`config.mk`:
```
export PLATFORM = sky130hd
export DESIGN_NAME = s2mm_dma_top
export DESIGN_NICKNAME = d
export VERILOG_FILES = /design/src/hw/s2mm_pkg.sv /design/src/hw/s2mm_burst_splitter.sv /design/src/hw/s2mm_burst_table.sv /design/src/hw/s2mm_beat_framer.sv /design/src/hw/s2mm_wdata_fifo.sv /design/src/hw/s2mm_dma_top.sv
export SDC_FILE = /design/constraint.sdc
export NUM_CORES = 2
export LEC_CHECK = 0
export BUFFER_PORTS_ARGS = -buffer_cell sky130_fd_sc_hd__buf_4
export CAP_MARGIN = 40
export CORE_MARGIN = 2
export CORE_UTILIZATION = 45
export DETAILED_ROUTE_END_ITERATION = 10
export PLACE_DENSITY = 0.65
export SLEW_MARGIN = 0
export SYNTH_ARGS = -nofsm -noshare
export SYNTH_HDL_FRONTEND = slang
export SYNTH_HIERARCHICAL = 1
export SYNTH_SLANG_ARGS = --single-unit
export TNS_END_PERCENT = 1
```
`constraint.sdc`:
```
create_clock -name m_axi_aclk -period 5.7 [get_ports m_axi_aclk]
set_input_delay 1.14 -clock m_axi_aclk [delete_from_list [all_inputs] [get_ports m_axi_aclk]]
set_output_delay 1.14 -clock m_axi_aclk [all_outputs]
set_load 0.02 [all_outputs]
```
`src/hw/s2mm_pkg.sv`:
```
package s2mm_pkg;

	typedef logic [31:0] addr_t;     // byte address
	typedef logic [23:0] btt_t;      // bytes to transfer per command
	typedef logic [23:0] beat_cnt_t; // beats left in a command
	typedef logic [7:0]  axi_len_t;  // burst length minus one

	typedef struct packed {
		addr_t addr;
		btt_t  btt;
	} cmd_t;

	// one INCR burst as cut by the splitter
	typedef struct packed {
		addr_t    addr;
		axi_len_t len;
		logic     last_of_cmd; // final burst of its command
	} burst_desc_t;

	typedef enum logic [1:0] {IDLE, GEN_LEN, CLIP_4K, LAUNCH} split_state_e;

	// lifecycle of a burst table entry
	typedef enum logic [1:0] {FREE, PRE_LAUNCHED, DATA_READY, IN_TRANSFER} entry_state_e;

	localparam int TABLE_DEPTH    = 4;
	localparam int BOUNDARY_BYTES = 4096;

	localparam logic [1:0] AXI_BURST_INCR    = 2'b01;
	localparam logic [3:0] AXI_CACHE_DEFAULT = 4'b0011; // bufferable, modifiable
	localparam logic [2:0] AXI_PROT_DEFAULT  = 3'b000;

endpackage

```
`src/hw/s2mm_burst_splitter.sv`:
```
module s2mm_burst_splitter #(
	parameter int DATA_WIDTH    = 32,
	parameter int MAX_BURST_LEN = 16
) (
	input  logic                  m_axi_aclk,
	input  logic                  m_axi_aresetn,
	input  s2mm_pkg::cmd_t        cmd_i,
	input  logic                  cmd_valid_i,
	output logic                  cmd_ready_o,
	output s2mm_pkg::burst_desc_t desc_o,
	output logic                  launch_valid_o,
	input  logic                  launch_ready_i
);

	localparam int BYTES = DATA_WIDTH / 8;
	localparam int OFS_W = $clog2(BYTES);
	localparam int B4K_W = $clog2(s2mm_pkg::BOUNDARY_BYTES / BYTES);
	localparam s2mm_pkg::beat_cnt_t MAX_LEN_SUB1 = s2mm_pkg::beat_cnt_t'(MAX_BURST_LEN - 1);

	s2mm_pkg::split_state_e state;
	s2mm_pkg::beat_cnt_t    rmn_sub1;    // beats left in command, minus one
	logic [B4K_W-1:0]       rmn_4k_sub1; // beats left before the boundary, minus one
	s2mm_pkg::addr_t        addr_q;
	s2mm_pkg::axi_len_t     len_q;
	logic                   rmn_won;     // remaining count beat the max length
	logic                   last_q;
	logic [24:0]            cmd_end;
	s2mm_pkg::beat_cnt_t    cmd_beats;
	logic                   gen_le;
	logic                   clip_le;

	// only the unaligned part of the base address counts toward the beats
	assign cmd_end   = 25'(cmd_i.btt) + 25'(cmd_i.addr[OFS_W-1:0]);
	assign cmd_beats = s2mm_pkg::beat_cnt_t'(cmd_end[24:OFS_W]) +
		s2mm_pkg::beat_cnt_t'(|cmd_end[OFS_W-1:0]);

	assign gen_le  = rmn_sub1 <= MAX_LEN_SUB1;
	assign clip_le = 16'(len_q) <= 16'(rmn_4k_sub1);

	assign cmd_ready_o    = state == s2mm_pkg::IDLE;
	assign launch_valid_o = state == s2mm_pkg::LAUNCH;
	assign desc_o         = '{addr: addr_q, len: len_q, last_of_cmd: last_q};

	always_ff @(posedge m_axi_aclk or negedge m_axi_aresetn)
	begin
		if (!m_axi_aresetn)
			state <= s2mm_pkg::IDLE;
		else
		begin
			case (state)
				s2mm_pkg::IDLE:
					if (cmd_valid_i)
						state <= s2mm_pkg::GEN_LEN;
				s2mm_pkg::GEN_LEN:
					if (launch_ready_i) // hold until an entry is free
						state <= s2mm_pkg::CLIP_4K;
				s2mm_pkg::CLIP_4K:
					state <= s2mm_pkg::LAUNCH;
				default:
					if (launch_ready_i)
						state <= last_q ? s2mm_pkg::IDLE : s2mm_pkg::GEN_LEN;
			endcase
		end
	end

	always_ff @(posedge m_axi_aclk)
	begin
		case (state)
			s2mm_pkg::IDLE:
				if (cmd_valid_i)
				begin
					rmn_sub1    <= cmd_beats - 24'd1;
					rmn_4k_sub1 <= ~cmd_i.addr[11:OFS_W];
					addr_q      <= cmd_i.addr;
				end
			s2mm_pkg::GEN_LEN:
				if (launch_ready_i)
				begin
					len_q   <= s2mm_pkg::axi_len_t'(gen_le ? rmn_sub1 : MAX_LEN_SUB1);
					rmn_won <= gen_le;
				end
			s2mm_pkg::CLIP_4K:
			begin
				if (!clip_le)
					len_q <= s2mm_pkg::axi_len_t'(rmn_4k_sub1); // stop at the 4 KB edge
				last_q <= rmn_won & clip_le;
			end
			default:
				if (launch_ready_i)
				begin
					rmn_sub1    <= rmn_sub1 - (s2mm_pkg::beat_cnt_t'(len_q) + 24'd1);
					rmn_4k_sub1 <= rmn_4k_sub1 - (B4K_W'(len_q) + B4K_W'(1)); // wraps at edge
					// later bursts start aligned
					addr_q <= {addr_q[31:OFS_W], {OFS_W{1'b0}}} +
						((s2mm_pkg::addr_t'(len_q) + 32'd1) << OFS_W);
				end
		endcase
	end

endmodule

```
`src/hw/s2mm_burst_table.sv`:
```
module s2mm_burst_table (
	input  logic                  m_axi_aclk,
	input  logic                  m_axi_aresetn,
	input  s2mm_pkg::burst_desc_t desc_i,
	input  logic                  launch_valid_i,
	output logic                  launch_ready_o,
	output s2mm_pkg::burst_desc_t prep_desc_o,
	output logic                  prep_valid_o,
	input  logic                  prep_done_i,
	output s2mm_pkg::addr_t       awaddr_o,
	output s2mm_pkg::axi_len_t    awlen_o,
	output logic                  awvalid_o,
	input  logic                  awready_i,
	input  logic [1:0]            bresp_i,
	input  logic                  bvalid_i,
	output logic                  err_resp_o
);

	localparam int PTR_W = $clog2(s2mm_pkg::TABLE_DEPTH);

	s2mm_pkg::entry_state_e ent_state [s2mm_pkg::TABLE_DEPTH];
	s2mm_pkg::burst_desc_t  ent_desc [s2mm_pkg::TABLE_DEPTH];

	logic [PTR_W-1:0] pl_ptr; // next entry to pre-launch
	logic [PTR_W-1:0] dp_ptr; // entry collecting data
	logic [PTR_W-1:0] tx_ptr; // entry waiting for AW
	logic [PTR_W-1:0] cp_ptr; // oldest entry waiting for B
	logic             do_launch;
	logic             do_prep;
	logic             do_issue;
	logic             do_cmplt;

	assign launch_ready_o = ent_state[pl_ptr] == s2mm_pkg::FREE;
	assign prep_valid_o   = ent_state[dp_ptr] == s2mm_pkg::PRE_LAUNCHED;
	assign prep_desc_o    = ent_desc[dp_ptr];
	assign awvalid_o      = ent_state[tx_ptr] == s2mm_pkg::DATA_READY;
	assign awaddr_o       = ent_desc[tx_ptr].addr;
	assign awlen_o        = ent_desc[tx_ptr].len;

	assign do_launch = launch_valid_i & launch_ready_o;
	assign do_prep   = prep_valid_o & prep_done_i;
	assign do_issue  = awvalid_o & awready_i;
	assign do_cmplt  = bvalid_i & (ent_state[cp_ptr] == s2mm_pkg::IN_TRANSFER); // B in order

	// each event needs a different entry state, so the pointers never collide
	always_ff @(posedge m_axi_aclk or negedge m_axi_aresetn)
	begin
		if (!m_axi_aresetn)
		begin
			for (int i = 0; i < s2mm_pkg::TABLE_DEPTH; i++)
				ent_state[i] <= s2mm_pkg::FREE;
			pl_ptr <= '0;
			dp_ptr <= '0;
			tx_ptr <= '0;
			cp_ptr <= '0;
		end
		else
		begin
			if (do_launch)
			begin
				ent_state[pl_ptr] <= s2mm_pkg::PRE_LAUNCHED;
				pl_ptr            <= pl_ptr + PTR_W'(1);
			end
			if (do_prep)
			begin
				ent_state[dp_ptr] <= s2mm_pkg::DATA_READY;
				dp_ptr            <= dp_ptr + PTR_W'(1);
			end
			if (do_issue)
			begin
				ent_state[tx_ptr] <= s2mm_pkg::IN_TRANSFER;
				tx_ptr            <= tx_ptr + PTR_W'(1);
			end
			if (do_cmplt)
			begin
				ent_state[cp_ptr] <= s2mm_pkg::FREE;
				cp_ptr            <= cp_ptr + PTR_W'(1);
			end
		end
	end

	always_ff @(posedge m_axi_aclk)
	begin
		if (do_launch)
			ent_desc[pl_ptr] <= desc_i;
	end

	// sticky on SLVERR or DECERR
	always_ff @(posedge m_axi_aclk or negedge m_axi_aresetn)
	begin
		if (!m_axi_aresetn)
			err_resp_o <= 1'b0;
		else if (bvalid_i & bresp_i[1])
			err_resp_o <= 1'b1;
	end

endmodule

```
`src/hw/s2mm_beat_framer.sv`:
```
module s2mm_beat_framer #(
	parameter int DATA_WIDTH = 32
) (
	input  logic                    m_axi_aclk,
	input  logic                    m_axi_aresetn,
	input  logic [DATA_WIDTH-1:0]   s_data_i,
	input  logic [DATA_WIDTH/8-1:0] s_keep_i,
	input  logic                    s_last_i,
	input  logic                    s_valid_i,
	output logic                    s_ready_o,
	input  s2mm_pkg::burst_desc_t   prep_desc_i,
	input  logic                    prep_valid_i,
	output logic                    prep_done_o,
	output logic [DATA_WIDTH-1:0]   f_data_o,
	output logic [DATA_WIDTH/8-1:0] f_keep_o,
	output logic                    f_last_o,
	output logic                    f_valid_o,
	input  logic                    f_ready_i,
	output logic                    err_len_o
);

	s2mm_pkg::axi_len_t beat_cnt; // beats already passed in this burst
	logic               burst_last;
	logic               beat;

	assign burst_last = beat_cnt == prep_desc_i.len;

	// stream only moves while a burst is open for data
	assign f_valid_o = s_valid_i & prep_valid_i;
	assign s_ready_o = f_ready_i & prep_valid_i;
	assign f_data_o  = s_data_i;
	assign f_keep_o  = s_keep_i;
	assign f_last_o  = burst_last;

	assign beat        = s_valid_i & s_ready_o;
	assign prep_done_o = beat & burst_last;

	always_ff @(posedge m_axi_aclk or negedge m_axi_aresetn)
	begin
		if (!m_axi_aresetn)
			beat_cnt <= '0;
		else if (beat)
			beat_cnt <= burst_last ? '0 : beat_cnt + 8'd1;
	end

	// stream last must line up with the final beat of the command
	always_ff @(posedge m_axi_aclk or negedge m_axi_aresetn)
	begin
		if (!m_axi_aresetn)
			err_len_o <= 1'b0;
		else if (beat & !err_len_o)
			err_len_o <= s_last_i ^ (burst_last & prep_desc_i.last_of_cmd);
	end

endmodule

```
`src/hw/s2mm_wdata_fifo.sv`:
```
module s2mm_wdata_fifo #(
	parameter int DATA_WIDTH = 32,
	parameter int DEPTH      = 32
) (
	input  logic                    m_axi_aclk,
	input  logic                    m_axi_aresetn,
	input  logic [DATA_WIDTH-1:0]   in_data_i,
	input  logic [DATA_WIDTH/8-1:0] in_keep_i,
	input  logic                    in_last_i,
	input  logic                    in_valid_i,
	output logic                    in_ready_o,
	output logic [DATA_WIDTH-1:0]   out_data_o,
	output logic [DATA_WIDTH/8-1:0] out_keep_o,
	output logic                    out_last_o,
	output logic                    out_valid_o,
	input  logic                    out_ready_i
);

	localparam int AW = $clog2(DEPTH);

	typedef struct packed {
		logic [DATA_WIDTH-1:0]   data;
		logic [DATA_WIDTH/8-1:0] keep;
		logic                    last;
	} beat_t;

	beat_t       mem [DEPTH];
	beat_t       in_beat;
	beat_t       out_q;
	logic [AW:0] wr_ptr; // extra bit tells full from empty
	logic [AW:0] rd_ptr;
	logic        mem_empty;
	logic        push;
	logic        out_load;
	logic        bypass;

	assign in_beat    = '{data: in_data_i, keep: in_keep_i, last: in_last_i};
	assign mem_empty  = wr_ptr == rd_ptr;
	assign in_ready_o = (wr_ptr ^ rd_ptr) != {1'b1, {AW{1'b0}}};
	assign push       = in_valid_i & in_ready_o;
	assign out_load   = !out_valid_o | out_ready_i;
	assign bypass     = out_load & mem_empty & push; // straight into the output stage

	assign out_data_o = out_q.data;
	assign out_keep_o = out_q.keep;
	assign out_last_o = out_q.last;

	always_ff @(posedge m_axi_aclk or negedge m_axi_aresetn)
	begin
		if (!m_axi_aresetn)
		begin
			wr_ptr      <= '0;
			rd_ptr      <= '0;
			out_valid_o <= 1'b0;
		end
		else
		begin
			if (push & !bypass)
				wr_ptr <= wr_ptr + (AW+1)'(1);
			if (out_load & !mem_empty)
				rd_ptr <= rd_ptr + (AW+1)'(1);
			if (out_load)
				out_valid_o <= !mem_empty | push;
		end
	end

	always_ff @(posedge m_axi_aclk)
	begin
		if (push & !bypass)
			mem[wr_ptr[AW-1:0]] <= in_beat;
		if (out_load)
			out_q <= mem_empty ? in_beat : mem[rd_ptr[AW-1:0]];
	end

endmodule

```
`src/hw/s2mm_dma_top.sv`:
```
module s2mm_dma_top #(
	parameter int DATA_WIDTH    = 32,
	parameter int MAX_BURST_LEN = 16
) (
	input  logic                    m_axi_aclk,
	input  logic                    m_axi_aresetn,
	input  s2mm_pkg::cmd_t          cmd_i,
	input  logic                    cmd_valid_i,
	output logic                    cmd_ready_o,
	input  logic [DATA_WIDTH-1:0]   s_data_i,
	input  logic [DATA_WIDTH/8-1:0] s_keep_i,
	input  logic                    s_last_i,
	input  logic                    s_valid_i,
	output logic                    s_ready_o,
	output s2mm_pkg::addr_t         m_axi_awaddr_o,
	output s2mm_pkg::axi_len_t      m_axi_awlen_o,
	output logic [2:0]              m_axi_awsize_o,
	output logic [1:0]              m_axi_awburst_o,
	output logic [3:0]              m_axi_awcache_o,
	output logic [2:0]              m_axi_awprot_o,
	output logic                    m_axi_awvalid_o,
	input  logic                    m_axi_awready_i,
	output logic [DATA_WIDTH-1:0]   m_axi_wdata_o,
	output logic [DATA_WIDTH/8-1:0] m_axi_wstrb_o,
	output logic                    m_axi_wlast_o,
	output logic                    m_axi_wvalid_o,
	input  logic                    m_axi_wready_i,
	input  logic [1:0]              m_axi_bresp_i,
	input  logic                    m_axi_bvalid_i,
	output logic                    m_axi_bready_o,
	output logic                    err_resp_o,
	output logic                    err_len_o
);

	s2mm_pkg::burst_desc_t   launch_desc;
	logic                    launch_valid;
	logic                    launch_ready;
	s2mm_pkg::burst_desc_t   prep_desc;
	logic                    prep_valid;
	logic                    prep_done;
	logic [DATA_WIDTH-1:0]   f_data;
	logic [DATA_WIDTH/8-1:0] f_keep;
	logic                    f_last;
	logic                    f_valid;
	logic                    f_ready;

	assign m_axi_awsize_o  = 3'($clog2(DATA_WIDTH / 8)); // full-width beats
	assign m_axi_awburst_o = s2mm_pkg::AXI_BURST_INCR;
	assign m_axi_awcache_o = s2mm_pkg::AXI_CACHE_DEFAULT;
	assign m_axi_awprot_o  = s2mm_pkg::AXI_PROT_DEFAULT;
	assign m_axi_bready_o  = 1'b1;

	s2mm_burst_splitter #(
		.DATA_WIDTH   (DATA_WIDTH),
		.MAX_BURST_LEN(MAX_BURST_LEN)
	) i_splitter (
		.m_axi_aclk    (m_axi_aclk),
		.m_axi_aresetn (m_axi_aresetn),
		.cmd_i         (cmd_i),
		.cmd_valid_i   (cmd_valid_i),
		.cmd_ready_o   (cmd_ready_o),
		.desc_o        (launch_desc),
		.launch_valid_o(launch_valid),
		.launch_ready_i(launch_ready)
	);

	s2mm_burst_table i_table (
		.m_axi_aclk    (m_axi_aclk),
		.m_axi_aresetn (m_axi_aresetn),
		.desc_i        (launch_desc),
		.launch_valid_i(launch_valid),
		.launch_ready_o(launch_ready),
		.prep_desc_o   (prep_desc),
		.prep_valid_o  (prep_valid),
		.prep_done_i   (prep_done),
		.awaddr_o      (m_axi_awaddr_o),
		.awlen_o       (m_axi_awlen_o),
		.awvalid_o     (m_axi_awvalid_o),
		.awready_i     (m_axi_awready_i),
		.bresp_i       (m_axi_bresp_i),
		.bvalid_i      (m_axi_bvalid_i),
		.err_resp_o    (err_resp_o)
	);

	s2mm_beat_framer #(
		.DATA_WIDTH(DATA_WIDTH)
	) i_framer (
		.m_axi_aclk   (m_axi_aclk),
		.m_axi_aresetn(m_axi_aresetn),
		.s_data_i     (s_data_i),
		.s_keep_i     (s_keep_i),
		.s_last_i     (s_last_i),
		.s_valid_i    (s_valid_i),
		.s_ready_o    (s_ready_o),
		.prep_desc_i  (prep_desc),
		.prep_valid_i (prep_valid),
		.prep_done_o  (prep_done),
		.f_data_o     (f_data),
		.f_keep_o     (f_keep),
		.f_last_o     (f_last),
		.f_valid_o    (f_valid),
		.f_ready_i    (f_ready),
		.err_len_o    (err_len_o)
	);

	// room for two full bursts
	s2mm_wdata_fifo #(
		.DATA_WIDTH(DATA_WIDTH),
		.DEPTH     (2 * MAX_BURST_LEN)
	) i_wdata_fifo (
		.m_axi_aclk   (m_axi_aclk),
		.m_axi_aresetn(m_axi_aresetn),
		.in_data_i    (f_data),
		.in_keep_i    (f_keep),
		.in_last_i    (f_last),
		.in_valid_i   (f_valid),
		.in_ready_o   (f_ready),
		.out_data_o   (m_axi_wdata_o),
		.out_keep_o   (m_axi_wstrb_o),
		.out_last_o   (m_axi_wlast_o),
		.out_valid_o  (m_axi_wvalid_o),
		.out_ready_i  (m_axi_wready_i)
	);

endmodule

```
==> results.json <==
{
  "vias_per_cell": 5.86,
  "grt_max_degree": 138,
  "place.gp.congestion": 0.810,
  "track_usage": 0.204,
  "cellPowerDensity_nw_per_um2": 443,
  "clk_path_buf_depth": 3,
  "final_cell_mix": "edfxtp_1, mux4_2, buf_4, nand2_1, mux2i_1",
  "ctsResizeCount": 0,
  "finalCritPeriodShare": 0.747,
  "die_w_um": 376,
  "clock-sinks": 1502,
  "critPathArrivalTime_ns": 4.73,
  "finalHoldViolCount": 0,
  "synth_area_um2": 62100,
  "cts_inserted_buffers": 156,
  "tightestPinTransition_ns": 0.921,
  "cp.required_ns": 6.17,
  "fin_tns_setup_ns": 0,
  "worstPathMaxFanout": 20,
  "end_kind": "flip-flop",
  "critPathTopFamily": "simple AND/OR/NAND/NOR gates",
  "die_area_um2": 141000,
  "io_buffers": 183,
  "hold_path_class": "input port to async pin",
  "grt_pass1_wl_mm": 212,
  "routed_wirelength_mm": 143,
  "antenna_found_initial": 4,
  "first_pass_iters": 6,
  "ir_drop_mv": 0.328,
  "rr_worst_depth": 8,
  "rsz0062_at_grt": "false",
  "clkSlewWorstSetupHoldPaths_ns": 0.06,
  "initial_core_util": 0.453,
  "worst_slack_ns": 1.44,
  "finalMaxSlewViolations": 0,
  "cts_hold_buf": 0,
  "rr_endpoint": "i_wdata_fifo/mem[2][4]$_DFFE_PP_",
  "cts_tree": "built",
  "dpl.hpwl_mm": 82.4,
  "synth.avg_cell_area_um2": 18.6,
  "critPathKind": "flip-flop to flip-flop",
  "grt_pass1_vias": 31900,
  "crit_path_start_kind": "flip-flop",
  "fin_util": 0.516,
  "htree_levels": 4,
  "die_h_um": 376,
  "fin_crit_ns": 4.26,
  "relSlewSlack": 0.370,
  "seqCellArea_um2": 44900,
  "num_vias": 32100,
  "drt_iter0_markers": 3131,
  "fillers": 10800,
  "final_common_cell": "edfxtp_1",
  "multi_input_area_um2": 16000,
  "maxCapViolCount": 0,
  "regToRegStartpoint": "i_table/dp_ptr[1]$_DFFE_PN0N_",
  "area_growth_syn_to_layout_pct": 13.9,
  "antenna_left": 0,
  "cts_setup_buffers": 0,
  "crit_buf_inv": 3,
  "crit_chain": "inv_2 -> mux4_2 -> clkinv_2 -> and2_1 -> o31a_1 -> nand2_1 -> nor2_4 -> buf_12",
  "top_level_ports": 198,
  "layout.nets": 3733,
  "ys_warn_count": 6,
  "clkLatencyLatePin_ns": 0.82,
  "num_rows": 136,
  "p_leak_nw": 23.2,
  "finalSetupViolCount": 0,
  "status": "finished clean",
  "rrSetupSlack_ns": 1.44,
  "fmax_mhz": 235,
  "wl_per_cell_um": 26.1,
  "drive_above_1_share": 0.234,
  "gr-total-overflow": 0,
  "root_buffer": "clkbuf_16",
  "syn_inst": 3344,
  "pre_cts_slack_ns": 1.35,
  "finClkSkew_ns": 0.0630,
  "critPathSlowestCell": "nor2_4",
  "core_area_um2": 137000,
  "drc": 0,
  "max_stage_delay_ns": 0.83
}
-- worst max path at each step --
stage | startpoint | end | slack [ns] | cells after the start
after floorplan | i_splitter/state[0]$_DFFE_PN0P_ | i_splitter/addr_q[0]$_SDFFCE_PN0P_ | 1.09 | 6
after global placement | i_table/dp_ptr[1]$_DFFE_PN0N_ | i_wdata_fifo/mem[10][9]$_DFFE_PP_ | 1.26 | 8
after detailed placement | cmd_i[24] | i_splitter/rmn_sub1[19]$_DFFE_PP_ | 1.35 | 12
after CTS | i_table/dp_ptr[1]$_DFFE_PN0N_ | i_wdata_fifo/mem[0][5]$_DFFE_PP_ | 1.38 | 8
after global routing | i_table/dp_ptr[1]$_DFFE_PN0N_ | i_wdata_fifo/mem[2][4]$_DFFE_PP_ | 1.23 | 8
final | i_table/dp_ptr[1]$_DFFE_PN0N_ | i_wdata_fifo/mem[2][4]$_DFFE_PP_ | 1.44 | 8
-- worst reg2reg max path: stages, from the launching register on --
cell	delay, ns
dfrtp_1	0.73
inv_2	0.12
mux4_2	0.55
clkinv_2	0.14
and2_1	0.24
o31a_1	0.44
nand2_1	0.56
nor2_4	0.84
buf_12	0.32
-- report_power, final --
part / switching [mW] / internal (mW)
Sequential: 0.449 / 12.7
Clock: 4.31 / 5.62
Combinational: 4.72 / 3.50
-- state kept, by name (all words and copies together) (netlist names) --
signal / cells
i_wdata_fifo/wr_ptr: 6
i_splitter/len_q: 8
i_splitter/rmn_won: 1
i_table/ent_state: 8
i_table/err_resp_o: 1
i_framer/beat_cnt: 8
i_wdata_fifo/rd_ptr: 6
i_splitter/addr_q: 32
i_wdata_fifo/out_last_o: 1
i_wdata_fifo/out_data_o: 32
i_table/cp_ptr: 2
i_wdata_fifo/out_valid_o: 1
i_table/tx_ptr: 2
i_framer/err_len_o: 1
i_table/dp_ptr: 2
i_table/ent_desc: 164
i_splitter/rmn_4k_sub1: 10
i_wdata_fifo/out_keep_o: 4
i_table/pl_ptr: 2
i_splitter/rmn_sub1: 24
i_splitter/state: 2
i_wdata_fifo/mem: 1184
i_splitter/last_q: 1
-- per-stage QoR --
stage / cell area, µm² / power, mW / std cells / hold slack (ns)
CTS: 70800 / 31.6 / 5482 / 0.329
detailed placement: 65700 / 21.7 / 5199 / 0.446
global route: 70800 / 32.7 / 5483 / 0.360
global placement: 65500 / 21.5 / 5188 / 0.441
finish: 70800 / 31.3 / 5483 / 0.374
floorplan: 62200 / 19.3 / 3355 / 0.459
-- per-layer routing --
metal | global-route usage | vias to the layer above | wire, µm
li1 | - | 14000 | -
met1 | 0.291 | 16700 | 60900
met2 | 0.321 | 1224 | 67800
met3 | 0.0414 | 171 | 11400
met4 | 0.0546 | 0 | 2890
met5 | 0 | - | 0
-- layout make-up --
class	count	area share
timing repair buffer	268	0.0334
clock buffer	185	0.0570
antenna	1	0.0000354
multi-input combinational	1576	0.226
sequential	1502	0.635
inverter	59	0.00315
tap	1794	0.0317
clock inverter	98	0.0142
(Power assumes the default switching activity.)
